## src/common/adc_rx_pkg.sv

```systemverilog
package adc_rx_pkg;

  // Lane geometry
  localparam int NUM_LANES      = 4;
  localparam int WORD_W         = 10;
  localparam int PAIRS_PER_WORD = 5;
  localparam int HIST_W         = 2 * WORD_W;
  localparam int DOUT_W         = NUM_LANES * WORD_W;

  // Bitslip offset runs 0 to WORD_W-1
  localparam int OFFSET_W   = 4;
  localparam int MAX_OFFSET = WORD_W - 1;

  // Phase count over the bit pairs of one word
  localparam int PHASE_W    = 3;
  localparam int PHASE_LAST = PAIRS_PER_WORD - 1;

  // Frame monitor
  localparam int ERR_CNT_W = 16;
  localparam int ALIGN_RUN = 4;
  localparam int RUN_CNT_W = $clog2(ALIGN_RUN + 1);

  // Register bus
  localparam int WB_ADR_W = 32;
  localparam int WB_DAT_W = 32;

  typedef logic [WORD_W-1:0]    sample_word_t;
  typedef logic [NUM_LANES:0]   lane_mask_t;
  typedef logic [ERR_CNT_W-1:0] err_cnt_t;
  typedef logic [WB_DAT_W-1:0]  reg_data_t;
  typedef logic [WB_ADR_W-1:0]  wb_addr_t;
  typedef logic [HIST_W-1:0]    bit_hist_t;
  typedef logic [OFFSET_W-1:0]  slip_off_t;
  typedef logic [PHASE_W-1:0]   pair_phase_t;
  typedef logic [RUN_CNT_W-1:0] run_cnt_t;
  typedef logic [DOUT_W-1:0]    sample_bus_t;

  // Five ones then five zeros, MSB first
  localparam sample_word_t FRAME_PATTERN = 10'b11111_00000;

  // Byte addresses
  localparam wb_addr_t REG_BITSLIP  = 32'h0000_0000;
  localparam wb_addr_t REG_ERR_CNT  = 32'h0000_0004;
  localparam wb_addr_t REG_STATUS   = 32'h0000_0008;
  localparam wb_addr_t REG_WORD_CNT = 32'h0000_000C;

  // Status register bits
  localparam int STAT_ALIGNED_BIT = 0;
  localparam int STAT_RUNNING_BIT = 1;

endpackage

```

## src/common/lane_word_if.sv

```systemverilog
`timescale 1ns/1ps

interface lane_word_if;

  // One strobe per finished word, all lanes together
  logic                                                  word_stb;
  adc_rx_pkg::sample_word_t [adc_rx_pkg::NUM_LANES-1:0] data_words;
  adc_rx_pkg::sample_word_t                              frame_word;
  // Frame lane in the top bit
  adc_rx_pkg::lane_mask_t                                bitslip;

  modport deser (
    output word_stb,
    output data_words,
    output frame_word,
    input  bitslip
  );

  modport mon (
    input word_stb,
    input frame_word
  );

  modport sink (
    input word_stb,
    input data_words
  );

  modport ctrl (
    output bitslip
  );

endinterface

```

## src/deser/adc_lane_deser.sv

```systemverilog
`timescale 1ns/1ps

module adc_lane_deser (
  input  logic                             fclk_int,
  input  logic                             rst,
  input  logic [adc_rx_pkg::NUM_LANES-1:0] din_rise_i,
  input  logic [adc_rx_pkg::NUM_LANES-1:0] din_fall_i,
  input  logic                             frame_rise_i,
  input  logic                             frame_fall_i,
  lane_word_if.deser                       words
);

  // Data lanes plus the frame lane
  localparam int N_CH = adc_rx_pkg::NUM_LANES + 1;

  logic [N_CH-1:0]                                     rise_bits;
  logic [N_CH-1:0]                                     fall_bits;
  adc_rx_pkg::pair_phase_t                             phase;
  logic                                                word_due;
  logic                                                word_stb_q;
  adc_rx_pkg::bit_hist_t                               hist     [N_CH];
  adc_rx_pkg::bit_hist_t                               hist_nxt [N_CH];
  adc_rx_pkg::slip_off_t                               offset     [N_CH];
  adc_rx_pkg::slip_off_t                               offset_nxt [N_CH];
  adc_rx_pkg::sample_word_t                            word_sel [N_CH];
  adc_rx_pkg::sample_word_t [adc_rx_pkg::NUM_LANES-1:0] data_q;
  adc_rx_pkg::sample_word_t                            frame_q;

  assign rise_bits = {frame_rise_i, din_rise_i};
  assign fall_bits = {frame_fall_i, din_fall_i};

  // Last pair of the word arrives this cycle
  assign word_due = (phase == adc_rx_pkg::PHASE_LAST);

  always_comb begin
    for (int ch = 0; ch < N_CH; ch++) begin
      // Rise bit is older than fall bit
      hist_nxt[ch] = {hist[ch][adc_rx_pkg::HIST_W-3:0], rise_bits[ch], fall_bits[ch]};
      if (!words.bitslip[ch]) begin
        offset_nxt[ch] = offset[ch];
      end else if (offset[ch] == adc_rx_pkg::MAX_OFFSET) begin
        offset_nxt[ch] = '0;
      end else begin
        offset_nxt[ch] = offset[ch] + 1'b1;
      end
      // Skip the newest offset bits, older bits end up on top
      word_sel[ch] = hist_nxt[ch][offset_nxt[ch] +: adc_rx_pkg::WORD_W];
    end
  end

  always_ff @(posedge fclk_int) begin
    if (rst) begin
      phase      <= '0;
      word_stb_q <= 1'b0;
      for (int ch = 0; ch < N_CH; ch++) begin
        offset[ch] <= '0;
      end
    end else begin
      phase      <= word_due ? '0 : phase + 1'b1;
      word_stb_q <= word_due;
      for (int ch = 0; ch < N_CH; ch++) begin
        offset[ch] <= offset_nxt[ch];
      end
    end
  end

  always_ff @(posedge fclk_int) begin
    for (int ch = 0; ch < N_CH; ch++) begin
      hist[ch] <= hist_nxt[ch];
    end
    if (word_due) begin
      for (int ln = 0; ln < adc_rx_pkg::NUM_LANES; ln++) begin
        data_q[ln] <= word_sel[ln];
      end
      frame_q <= word_sel[adc_rx_pkg::NUM_LANES];
    end
  end

  assign words.word_stb   = word_stb_q;
  assign words.data_words = data_q;
  assign words.frame_word = frame_q;

endmodule

```

## src/adc_ctrl_regs.sv

```systemverilog
`timescale 1ns/1ps

module adc_ctrl_regs (
  input  logic                  fclk_int,
  input  logic                  rst,
  input  logic                  wb_cyc_i,
  input  logic                  wb_stb_i,
  input  logic                  wb_we_i,
  input  adc_rx_pkg::wb_addr_t  wb_adr_i,
  input  adc_rx_pkg::reg_data_t wb_dat_i,
  output adc_rx_pkg::reg_data_t wb_dat_o,
  output logic                  wb_ack_o,
  lane_word_if.ctrl             words,
  input  adc_rx_pkg::err_cnt_t  err_cnt_i,
  input  logic                  aligned_i,
  input  logic                  running_i,
  output logic                  err_clr_o,
  input  logic                  word_stb_i
);

  logic                   ack_q;
  logic                   req_new;
  logic                   wr_new;
  logic                   clr_q;
  adc_rx_pkg::lane_mask_t slip_q;
  adc_rx_pkg::reg_data_t  rd_mux;
  adc_rx_pkg::reg_data_t  rd_q;
  adc_rx_pkg::reg_data_t  word_cnt;

  // Master holds the request through the ack cycle, take it once
  assign req_new = wb_cyc_i & wb_stb_i & ~ack_q;
  assign wr_new  = req_new & wb_we_i;

  always_comb begin
    rd_mux = '0;
    case (wb_adr_i)
      adc_rx_pkg::REG_ERR_CNT: begin
        rd_mux = adc_rx_pkg::reg_data_t'(err_cnt_i);
      end
      adc_rx_pkg::REG_STATUS: begin
        rd_mux[adc_rx_pkg::STAT_ALIGNED_BIT] = aligned_i;
        rd_mux[adc_rx_pkg::STAT_RUNNING_BIT] = running_i;
      end
      adc_rx_pkg::REG_WORD_CNT: begin
        rd_mux = word_cnt;
      end
      // Bitslip is write only
      default: begin
        rd_mux = '0;
      end
    endcase
  end

  always_ff @(posedge fclk_int) begin
    if (rst) begin
      ack_q    <= 1'b0;
      slip_q   <= '0;
      clr_q    <= 1'b0;
      word_cnt <= '0;
    end else begin
      ack_q <= req_new;
      // Write side effects are single pulses in the ack cycle
      if (wr_new && (wb_adr_i == adc_rx_pkg::REG_BITSLIP)) begin
        slip_q <= wb_dat_i[adc_rx_pkg::NUM_LANES:0];
      end else begin
        slip_q <= '0;
      end
      clr_q <= wr_new && (wb_adr_i == adc_rx_pkg::REG_ERR_CNT);
      if (word_stb_i) begin
        word_cnt <= word_cnt + 1'b1;
      end
    end
  end

  // Read data lines up with the ack
  always_ff @(posedge fclk_int) begin
    if (req_new) begin
      rd_q <= rd_mux;
    end
  end

  assign wb_ack_o      = ack_q;
  assign wb_dat_o      = rd_q;
  assign err_clr_o     = clr_q;
  assign words.bitslip = slip_q;

endmodule

```

## src/adc_rx_top.sv

```systemverilog
`timescale 1ns/1ps

module adc_rx_top (
  input  logic                                fclk_int,
  input  logic                                rst,
  input  logic                                sync_i,
  input  logic [adc_rx_pkg::NUM_LANES-1:0]    din_rise_i,
  input  logic [adc_rx_pkg::NUM_LANES-1:0]    din_fall_i,
  input  logic                                frame_rise_i,
  input  logic                                frame_fall_i,
  input  logic                                wb_cyc_i,
  input  logic                                wb_stb_i,
  input  logic                                wb_we_i,
  input  adc_rx_pkg::wb_addr_t                wb_adr_i,
  input  adc_rx_pkg::reg_data_t               wb_dat_i,
  output adc_rx_pkg::sample_bus_t             dout_o,
  output logic                                dout_valid_o,
  output logic                                sync_o,
  output logic                                aligned_o,
  output adc_rx_pkg::reg_data_t               wb_dat_o,
  output logic                                wb_ack_o
);

  adc_rx_pkg::err_cnt_t err_cnt;
  logic                 aligned;
  logic                 running;
  logic                 err_clr;

  lane_word_if lane_words ();

  adc_lane_deser u_deser (
    .fclk_int     (fclk_int),
    .rst          (rst),
    .din_rise_i   (din_rise_i),
    .din_fall_i   (din_fall_i),
    .frame_rise_i (frame_rise_i),
    .frame_fall_i (frame_fall_i),
    .words        (lane_words.deser)
  );

  frame_align_mon u_frame_mon (
    .fclk_int  (fclk_int),
    .rst       (rst),
    .words     (lane_words.mon),
    .err_clr_i (err_clr),
    .err_cnt_o (err_cnt),
    .aligned_o (aligned)
  );

  adc_ctrl_regs u_regs (
    .fclk_int   (fclk_int),
    .rst        (rst),
    .wb_cyc_i   (wb_cyc_i),
    .wb_stb_i   (wb_stb_i),
    .wb_we_i    (wb_we_i),
    .wb_adr_i   (wb_adr_i),
    .wb_dat_i   (wb_dat_i),
    .wb_dat_o   (wb_dat_o),
    .wb_ack_o   (wb_ack_o),
    .words      (lane_words.ctrl),
    .err_cnt_i  (err_cnt),
    .aligned_i  (aligned),
    .running_i  (running),
    .err_clr_o  (err_clr),
    .word_stb_i (lane_words.word_stb)
  );

  adc_sample_out u_sample_out (
    .fclk_int     (fclk_int),
    .rst          (rst),
    .sync_i       (sync_i),
    .words        (lane_words.sink),
    .dout_o       (dout_o),
    .dout_valid_o (dout_valid_o),
    .sync_o       (sync_o),
    .running_o    (running)
  );

  assign aligned_o = aligned;

endmodule

```

## src/adc_sample_out.sv

```systemverilog
`timescale 1ns/1ps

module adc_sample_out (
  input  logic                    fclk_int,
  input  logic                    rst,
  input  logic                    sync_i,
  lane_word_if.sink               words,
  output adc_rx_pkg::sample_bus_t dout_o,
  output logic                    dout_valid_o,
  output logic                    sync_o,
  output logic                    running_o
);

  typedef enum logic [1:0] {
    RUN_IDLE,
    RUN_FIRST,
    RUN_ACTIVE
  } run_state_t;

  run_state_t              state;
  logic                    sync_q1;
  logic                    sync_q2;
  logic                    sync_q3;
  logic                    sync_rise;
  logic                    running;
  logic                    valid_q;
  logic                    sync_out_q;
  adc_rx_pkg::sample_bus_t dout_q;

  // Two-flop synchronizer, third flop for the edge
  always_ff @(posedge fclk_int) begin
    if (rst) begin
      sync_q1 <= 1'b0;
      sync_q2 <= 1'b0;
      sync_q3 <= 1'b0;
    end else begin
      sync_q1 <= sync_i;
      sync_q2 <= sync_q1;
      sync_q3 <= sync_q2;
    end
  end

  assign sync_rise = sync_q2 & ~sync_q3;
  assign running   = (state != RUN_IDLE);

  always_ff @(posedge fclk_int) begin
    if (rst) begin
      state      <= RUN_IDLE;
      valid_q    <= 1'b0;
      sync_out_q <= 1'b0;
    end else begin
      valid_q    <= running & words.word_stb;
      // First sample after the sync edge gets flagged
      sync_out_q <= (state == RUN_FIRST) & words.word_stb;
      case (state)
        RUN_IDLE:   if (sync_rise) state <= RUN_FIRST;
        RUN_FIRST:  if (words.word_stb) state <= RUN_ACTIVE;
        RUN_ACTIVE: state <= RUN_ACTIVE;
        default:    state <= RUN_IDLE;
      endcase
    end
  end

  // Lane 0 lands in the low bits
  always_ff @(posedge fclk_int) begin
    if (running && words.word_stb) begin
      dout_q <= words.data_words;
    end
  end

  assign dout_o       = dout_q;
  assign dout_valid_o = valid_q;
  assign sync_o       = sync_out_q;
  assign running_o    = running;

endmodule

```

## src/frame_align_mon.sv

```systemverilog
`timescale 1ns/1ps

module frame_align_mon (
  input  logic                 fclk_int,
  input  logic                 rst,
  lane_word_if.mon             words,
  input  logic                 err_clr_i,
  output adc_rx_pkg::err_cnt_t err_cnt_o,
  output logic                 aligned_o
);

  adc_rx_pkg::err_cnt_t err_cnt;
  adc_rx_pkg::run_cnt_t run_cnt;
  logic                 frame_ok;
  logic                 err_full;
  logic                 run_full;

  assign frame_ok = (words.frame_word == adc_rx_pkg::FRAME_PATTERN);
  // Counter sticks at all ones
  assign err_full = &err_cnt;
  assign run_full = (run_cnt == adc_rx_pkg::ALIGN_RUN);

  // Mismatch counter, clear wins over a count
  always_ff @(posedge fclk_int) begin
    if (rst) begin
      err_cnt <= '0;
    end else if (err_clr_i) begin
      err_cnt <= '0;
    end else if (words.word_stb && !frame_ok && !err_full) begin
      err_cnt <= err_cnt + 1'b1;
    end
  end

  // Run of clean frame words
  always_ff @(posedge fclk_int) begin
    if (rst) begin
      run_cnt <= '0;
    end else if (words.word_stb) begin
      if (!frame_ok) begin
        run_cnt <= '0;
      end else if (!run_full) begin
        run_cnt <= run_cnt + 1'b1;
      end
    end
  end

  assign err_cnt_o = err_cnt;
  assign aligned_o = run_full;

endmodule
```

## config.mk

```make
export PLATFORM = sky130hd
export DESIGN_NAME = adc_rx_top
export DESIGN_NICKNAME = d
export VERILOG_FILES = /design/src/common/adc_rx_pkg.sv /design/src/common/lane_word_if.sv /design/src/deser/adc_lane_deser.sv /design/src/adc_ctrl_regs.sv /design/src/adc_rx_top.sv /design/src/adc_sample_out.sv /design/src/frame_align_mon.sv
export SDC_FILE = /design/constraint.sdc
export NUM_CORES = 1
export LEC_CHECK = 0
export ABC_AREA = 1
export BUFFER_PORTS_ARGS = -buffer_cell sky130_fd_sc_hd__buf_2
export CAP_MARGIN = 25
export CORE_MARGIN = 1
export CORE_UTILIZATION = 50
export CTS_BUF_LIST = sky130_fd_sc_hd__clkbuf_8 sky130_fd_sc_hd__clkbuf_16
export DETAILED_ROUTE_END_ITERATION = 8
export PLACE_DENSITY = 0.78
export SYNTH_ARGS = -nofsm -noshare
export SYNTH_HDL_FRONTEND = slang
export SYNTH_SLANG_ARGS = --single-unit
```

## constraint.sdc

```tcl
create_clock -name fclk_int -period 8.2 [get_ports fclk_int]
set_clock_uncertainty 0.1 [all_clocks]
set_input_delay 0 -clock fclk_int [delete_from_list [all_inputs] [get_ports fclk_int]]
set_output_delay 0 -clock fclk_int [all_outputs]
set_load 0.01 [all_outputs]
```

== Word-level counts from Yosys, hierarchy flattened ==
Memory sizes are Yosys's and may differ from the RTL's.
Cells that the tools add are included.

* Logic and storage cells: 108
* Memories kept: 2
* Bits of input ports: 80
* Bits in writable memories: 120
* Register bits: 191
* Output and inout port bits: 76

{| class="wikitable"
|+ Memory list
! memory !! depth !! bits a word !! read ports !! clocked after Yosys merged registers in !! wr ports !! line !! text
|-
| u_deser.hist || 5 || 20 || 5 || 0 || 5 || adc_lane_deser.sv:21 || <nowiki>adc_rx_pkg::bit_hist_t hist [N_CH];</nowiki>
|-
| u_deser.offset || 5 || 4 || 5 || 0 || 5 || adc_lane_deser.sv:23 || <nowiki>adc_rx_pkg::slip_off_t offset [N_CH];</nowiki>
|}

* Equal/unequal tests: 16
* Reductions and logical operators: 16
* Shift operators: 5
* Muxes and demuxes: 25
* Bitwise gates (word level): 14
* Add/sub/neg operators: 9

{| class="wikitable"
|+ Operators with widths
! cell !! count
|-
| $shiftx 20x5->10 || 5
|-
| $eq 32x4->1 const B || 2
|-
| $mux 4 || 15
|-
| $pmux 30 s2 || 1
|-
| $add 32x1->32 const B || 1
|-
| $eq 32x3->1 const B || 1
|-
| $logic_not 32->1 || 1
|-
| $add 4x1->4 const B || 5
|-
| $eq 4x4->1 const B || 5
|-
| $add 16x1->16 const B || 1
|-
| $reduce_and 16->1 || 1
|-
| $pmux 2 s3 || 2
|-
| $eq 10x10->1 const B || 1
|-
| $add 3x1->3 const B || 2
|-
| $and 1x1->1 || 6
|-
| $eq 3x3->1 const B || 2
|-
| $mux 3 || 2
|-
| $reduce_or 2->1 || 3
|-
| $logic_and 1x1->1 || 5
|-
| $or 1x1->1 || 5
|-
| $mux 2 || 2
|-
| $ne 2x2->1 const B || 2
|-
| $reduce_and 2->1 || 2
|-
| $mux 1 || 3
|-
| other kinds (7) || 10
|}

== Longest topological paths before layout ==
* Depth after elaboration: 6
* Depth in mapped cells: 12
* Mapped depth without buffers: 10

== Modules after synthesis ==
From an unflattened synthesis, not the netlist that was laid out.

* Cells, all modules: 2,124
* Area, all modules: 15,344.7 um2

{| class="wikitable"
|+ Modules (own cells, without submodules)
! module !! sequential area each (um2) !! cells each !! instances !! area an instance (um2)
|-
| adc_lane_deser || 3,783.6 || 1,400 || 1 || 9,085.0
|-
| adc_ctrl_regs || 1,741.7 || 453 || 1 || 3,563.4
|-
| adc_sample_out || 1,341.3 || 79 || 1 || 1,498.9
|-
| frame_align_mon || 380.4 || 192 || 1 || 1,197.4
|}

== Least setup slack after synthesis ==
OpenSTA, ideal clock, no wires.

* Path type: register -> register
* From: register u_regs.ack_q (netlist: u_regs.wb_ack_o)
* To: register u_regs.slip_q[0] (netlist: u_regs.words.bitslip[0])
* Arrival: 3.271 ns
* Setup time: 0.065 ns
* Clock period less this slack: 3.436 ns
* Stages on the path, launching flop included: 6
* Slack: 4.764 ns
* Buffers on the path: 0
* Cell sequence: dfxtp_1 nor3_1 nand2_1 nor3_1 nand2_1 nor2_1

* Word-level cells in the longest chain between the ends: 6

{| class="wikitable"
|+ Ends and longest elaborated chain
! what !! line !! text
|-
| from (decl) || adc_ctrl_regs.sv:21 || <nowiki>logic ack_q;</nowiki>
|-
| from (signal assigned) || adc_ctrl_regs.sv:61 || <nowiki>ack_q <= req_new;</nowiki>
|-
| $not 1->1 || adc_ctrl_regs.sv:31 || <nowiki>assign req_new = wb_cyc_i & wb_stb_i & ~ack_q;</nowiki>
|-
| $and 1x1->1 || adc_ctrl_regs.sv:31 ||
|-
| via u_regs.req_new || adc_ctrl_regs.sv:22 || <nowiki>logic req_new;</nowiki>
|-
| $and 1x1->1 || adc_ctrl_regs.sv:32 || <nowiki>assign wr_new = req_new & wb_we_i;</nowiki>
|-
| $logic_and 1x1->1 || adc_ctrl_regs.sv:63 || <nowiki>if (wr_new && (wb_adr_i == adc_rx_pkg::REG_BITSLIP)) begin</nowiki>
|-
| $not 1->1 (no source line) || -- ||
|-
| $reduce_or 2->1 (no source line) || -- ||
|-
| to (signal assigned) || adc_ctrl_regs.sv:64 || <nowiki>slip_q <= wb_dat_i[adc_rx_pkg::NUM_LANES:0];</nowiki>
|-
| to (decl) || adc_ctrl_regs.sv:25 || <nowiki>adc_rx_pkg::lane_mask_t slip_q;</nowiki>
|}

The timed path passes the listed nets, and every way through them passes these cells.
A chain may end at the register's enable or synchronous reset.

==> key figures <==
Timing
  – Max frequency: 358 MHz
  – RSZ-0062 raised after global routing: false
  – Fin. Hold Viols: 0
  – Max-slew violations: 0
  – Final WS setup: 5410 ps
  – Relative slew slack: 40.0%
  – Worst Tran Pin Value: 897 ps
  – Final min period: 2790 ps
  – Final setup TNS: 0 ps
  – Setup-failing EPs final: 0
  – Final period util: 34.0%

Synth
  – Post-synth net total: 2157
  – Yosys cell types: 30
  – Register area share after synthesis: 48.6%
  – EDFF count, synth: 122
  – YS warnings: 0
  – Average cell area after synthesis: 7.20 um^2
  – Fraction of registers with async set/reset: 0%
  – Flop and latch count out of synthesis: 301
  – Top FF cell, synth: dfxtp_1
  – Cell count after synthesis: 2068
  – Mapped cell area: 14900 um^2

Route
  – Drt first-iter violations: 930
  – Final Routed Wirelength: 34000 um
  – Post-DRT Antenna Nets: 0
  – Post-route DRC: 0
  – Post-DR wirelength/cell: 13.1 um
  – Routed via count: 13400
  – First drt pass iteration count: 5
  – Avg Vias per Cell: 5.16

Run status
  – Status: completed

CTS
  – Worst-path clk slew: 60 ps
  – CTS tree: done
  – Postcts setup bufs: 0
  – Clk_lat worst skew: 560 ps
  – TritonCTS buffer count: 31
  – Root Driver: clkbuf_16
  – Max H-tree Level: 1
  – # clock sinks: 301
  – Clock Path Buffers: 3

GRT
  – GRT Max-Usage Layer: met2
  – Pin count of the biggest net entering global routing: 46
  – First-pass GRT wire length: 56700 um
  – GRT Residual Overflow: 0
  – Number of global-route vias before repair: 12200
  – Total global-route track usage: 22.3%
  – Met3 Usage GRT: 3.22%
  – Met2 GRT Util: 37.2%
  – Met1 usage in global routing: 30.0%
  – Initial antenna violation count: 0

Hold path
  – Critical hold path startpoint: din_fall_i[3]
  – Hold EP: u_deser.hist[0][60]
  – Worst hold path stage count: 2
  – HP Class: input pin to flop

Placement
  – DP HPWL: 23400 um
  – Port Buf Inserts: 128
  – Placed cell areas: 15600 um^2
  – Pre-CTS setup slack: 5510 ps
  – Gpl congestion: 0.921

Floorplanning
  – Core footprint: 29000 um^2
  – I/O Pins: 156
  – Initial Util: 51.3%
  – Site row count: 62
  – Horiz. Die Dim: 175 um
  – Die Span Y: 175 um
  – Die area: 30500 um^2

Worst setup path
  – Worst R2R Start: u_regs.words.bitslip[0]
  – R2R Path End: u_deser.words.data_words[3]
  – CP arrival: 3000 ps
  – Worst setup EP type: flop
  – Worst reg2reg setup slack: 5410 ps
  – Critical path's largest stage delay: 520 ps
  – Worst-case reg-to-reg path depth: 9
  – Worst EP required: 8410 ps
  – Slowest-stage cell, CP: nand2_1
  – Worst-path fanout max: 21
  – Setup CP Type: flop to flop
  – Critical path, cell by cell: nand2_1, nor2_2, nand2_1, nand2_1, nand2_1, nand2_1, inv_2, nand3_1, nand2_1
  – CP most frequent cell: nand2_1
  – Kind of start point of the critical path: flop

Layout
  – Nets: 2281
  – # diodes: 0
  – Layout filler cell count: 2683
  – Non-Filler Cell Area, Final: 17000 um^2
  – Layout cell share with drive strength beyond 1: 10.4%
  – Area Growth Syn to Fin: 14.2%

Power and ir drop
  – Maximum vdd drop: 0.157 mV
  – Leakage Power: 7.61 nW
  – Pwr dens: 192 nW/um^2

Flow run
  – Max-cap violations: 0
-- how the worst max path moves through the flow --
stage,start,to,slack [ps]
5_1_grt,u_regs.words.bitslip[0],u_deser.words.data_words[5],5180
6_report,u_regs.words.bitslip[0],u_deser.words.data_words[3],5410
2_1_floorplan,u_regs.wb_ack_o,u_regs.words.bitslip[0],4760
3_5_place_dp,u_regs.words.bitslip[0],u_deser.words.data_words[3],5510
4_1_cts,u_regs.words.bitslip[0],u_deser.words.data_words[3],5470
3_3_place_gp,u_regs.words.bitslip[0],u_deser.words.data_words[3],5540
-- registers in the layout, indices dropped and copies added, names as in the netlist, 2 cells and up --
name                      count
u_sample_out.dout_o          40
u_deser.words.frame_word     10
u_deser.offset               20
u_sample_out.state            2
u_deser.hist                 90
u_frame_mon.err_cnt_o        16
u_deser.words.data_words     40
u_regs.wb_dat_o              32
u_frame_mon.run_cnt           3
u_deser.phase                 3
u_regs.word_cnt              32
u_regs.words.bitslip          5
-- critical path, delay by kind of cell (launching register included) --
family / cells / cell delay [ps]
flops: 1 / 350
simple gates: 8 / 1910
buf+inv: 1 / 180
-- cell type report --
| cell class | count | area [um^2] | share of cell area [%] |
|---|---|---|---|
| clock buffer | 31 | 776 | 4.56 |
| clock inverter | 27 | 289 | 1.70 |
| inverter | 178 | 669 | 3.94 |
| multi-input combinational | 1517 | 6570 | 38.6 |
| sequential | 301 | 7250 | 42.6 |
| tap | 384 | 480 | 2.82 |
| timing repair buffer | 163 | 978 | 5.75 |
-- through the flow --
stage	cells	power, W	utilization (%)	hold slack, ps
floorplan	2068	0.00177	-	-72.3
global placement	2513	0.00182	53.9	17.0
CTS	2601	0.00329	58.6	5.18
global route	2601	0.00338	58.6	17.2
detailed placement	2513	0.00183	53.9	22.1
finish	2601	0.00326	58.6	13.9
-- power by group --
group / switching (W) / internal (W)
clock network: 0.000577 / 0.000876
registers: 0.0000266 / 0.00160
logic: 0.000111 / 0.0000694
total: 0.000714 / 0.00255
-- cell usage after synthesis (2+ instances only) --
cell type	count	area, um^2
nand3_1	315	1580
nand2_1	827	3100
nand3b_1	6	45.0
nand4_1	17	106
nor3_1	22	110
buf_2	32	160
nor2_4	3	33.8
a21oi_1	31	155
a21oi_4	2	32.5
buf_6	9	101
nand2_2	24	150
inv_2	10	37.5
nor2_1	203	762
nor2_2	4	25.0
buf_1	2	7.51
dfxtp_1	179	3580
o21ai_0	30	150
xor2_1	8	70.1
edfxtp_1	122	3660
clkbuf_1	15	56.3
ha_1	9	113
o21ai_1	6	30.0
xnor2_1	6	52.6
buf_4	14	105
inv_1	167	627
-- timing repair --
item                      CTS  global route
hold endpoints to repair   66             0
gates resized for setup     0             0
hold buffers               30             0
-- cells in the final DEF, fill, tap and decap left out, drive strengths merged, types with 3 or more instances in the layout --
cell	count
xor2	8
o21ai	36
dfxtp	179
buf	133
nor3	22
a21oi	33
nand3	316
clkbuf	31
edfxtp	122
nand4	17
bufinv	6
xnor2	6
clkinvlp	3
ha	9
clkinv	10
nor2	210
nand2	852
nand3b	6
inv	186
dlygate4sd3	30
-- cell families after synthesis --
group                      Yosys count  share of synthesized area, %
buffers and inverters              250                          7.38
DFF                                301                          48.6
xor gates and xnor gates            14                         0.823
adders and majority gates            9                         0.756
and+or+nand+nor                   1425                          39.9
AOI/OAI and AO/OA                   69                          2.47
-- per-layer routing --
metal | up-vias | share of wire [%]
met1 | 6131 | 47
met5 | - | 0
met4 | 0 | 2.4
met2 | 363 | 46
met3 | 65 | 5.0
li1 | 6868 | -
No activity file was read; power rests on OpenSTA's default activity.
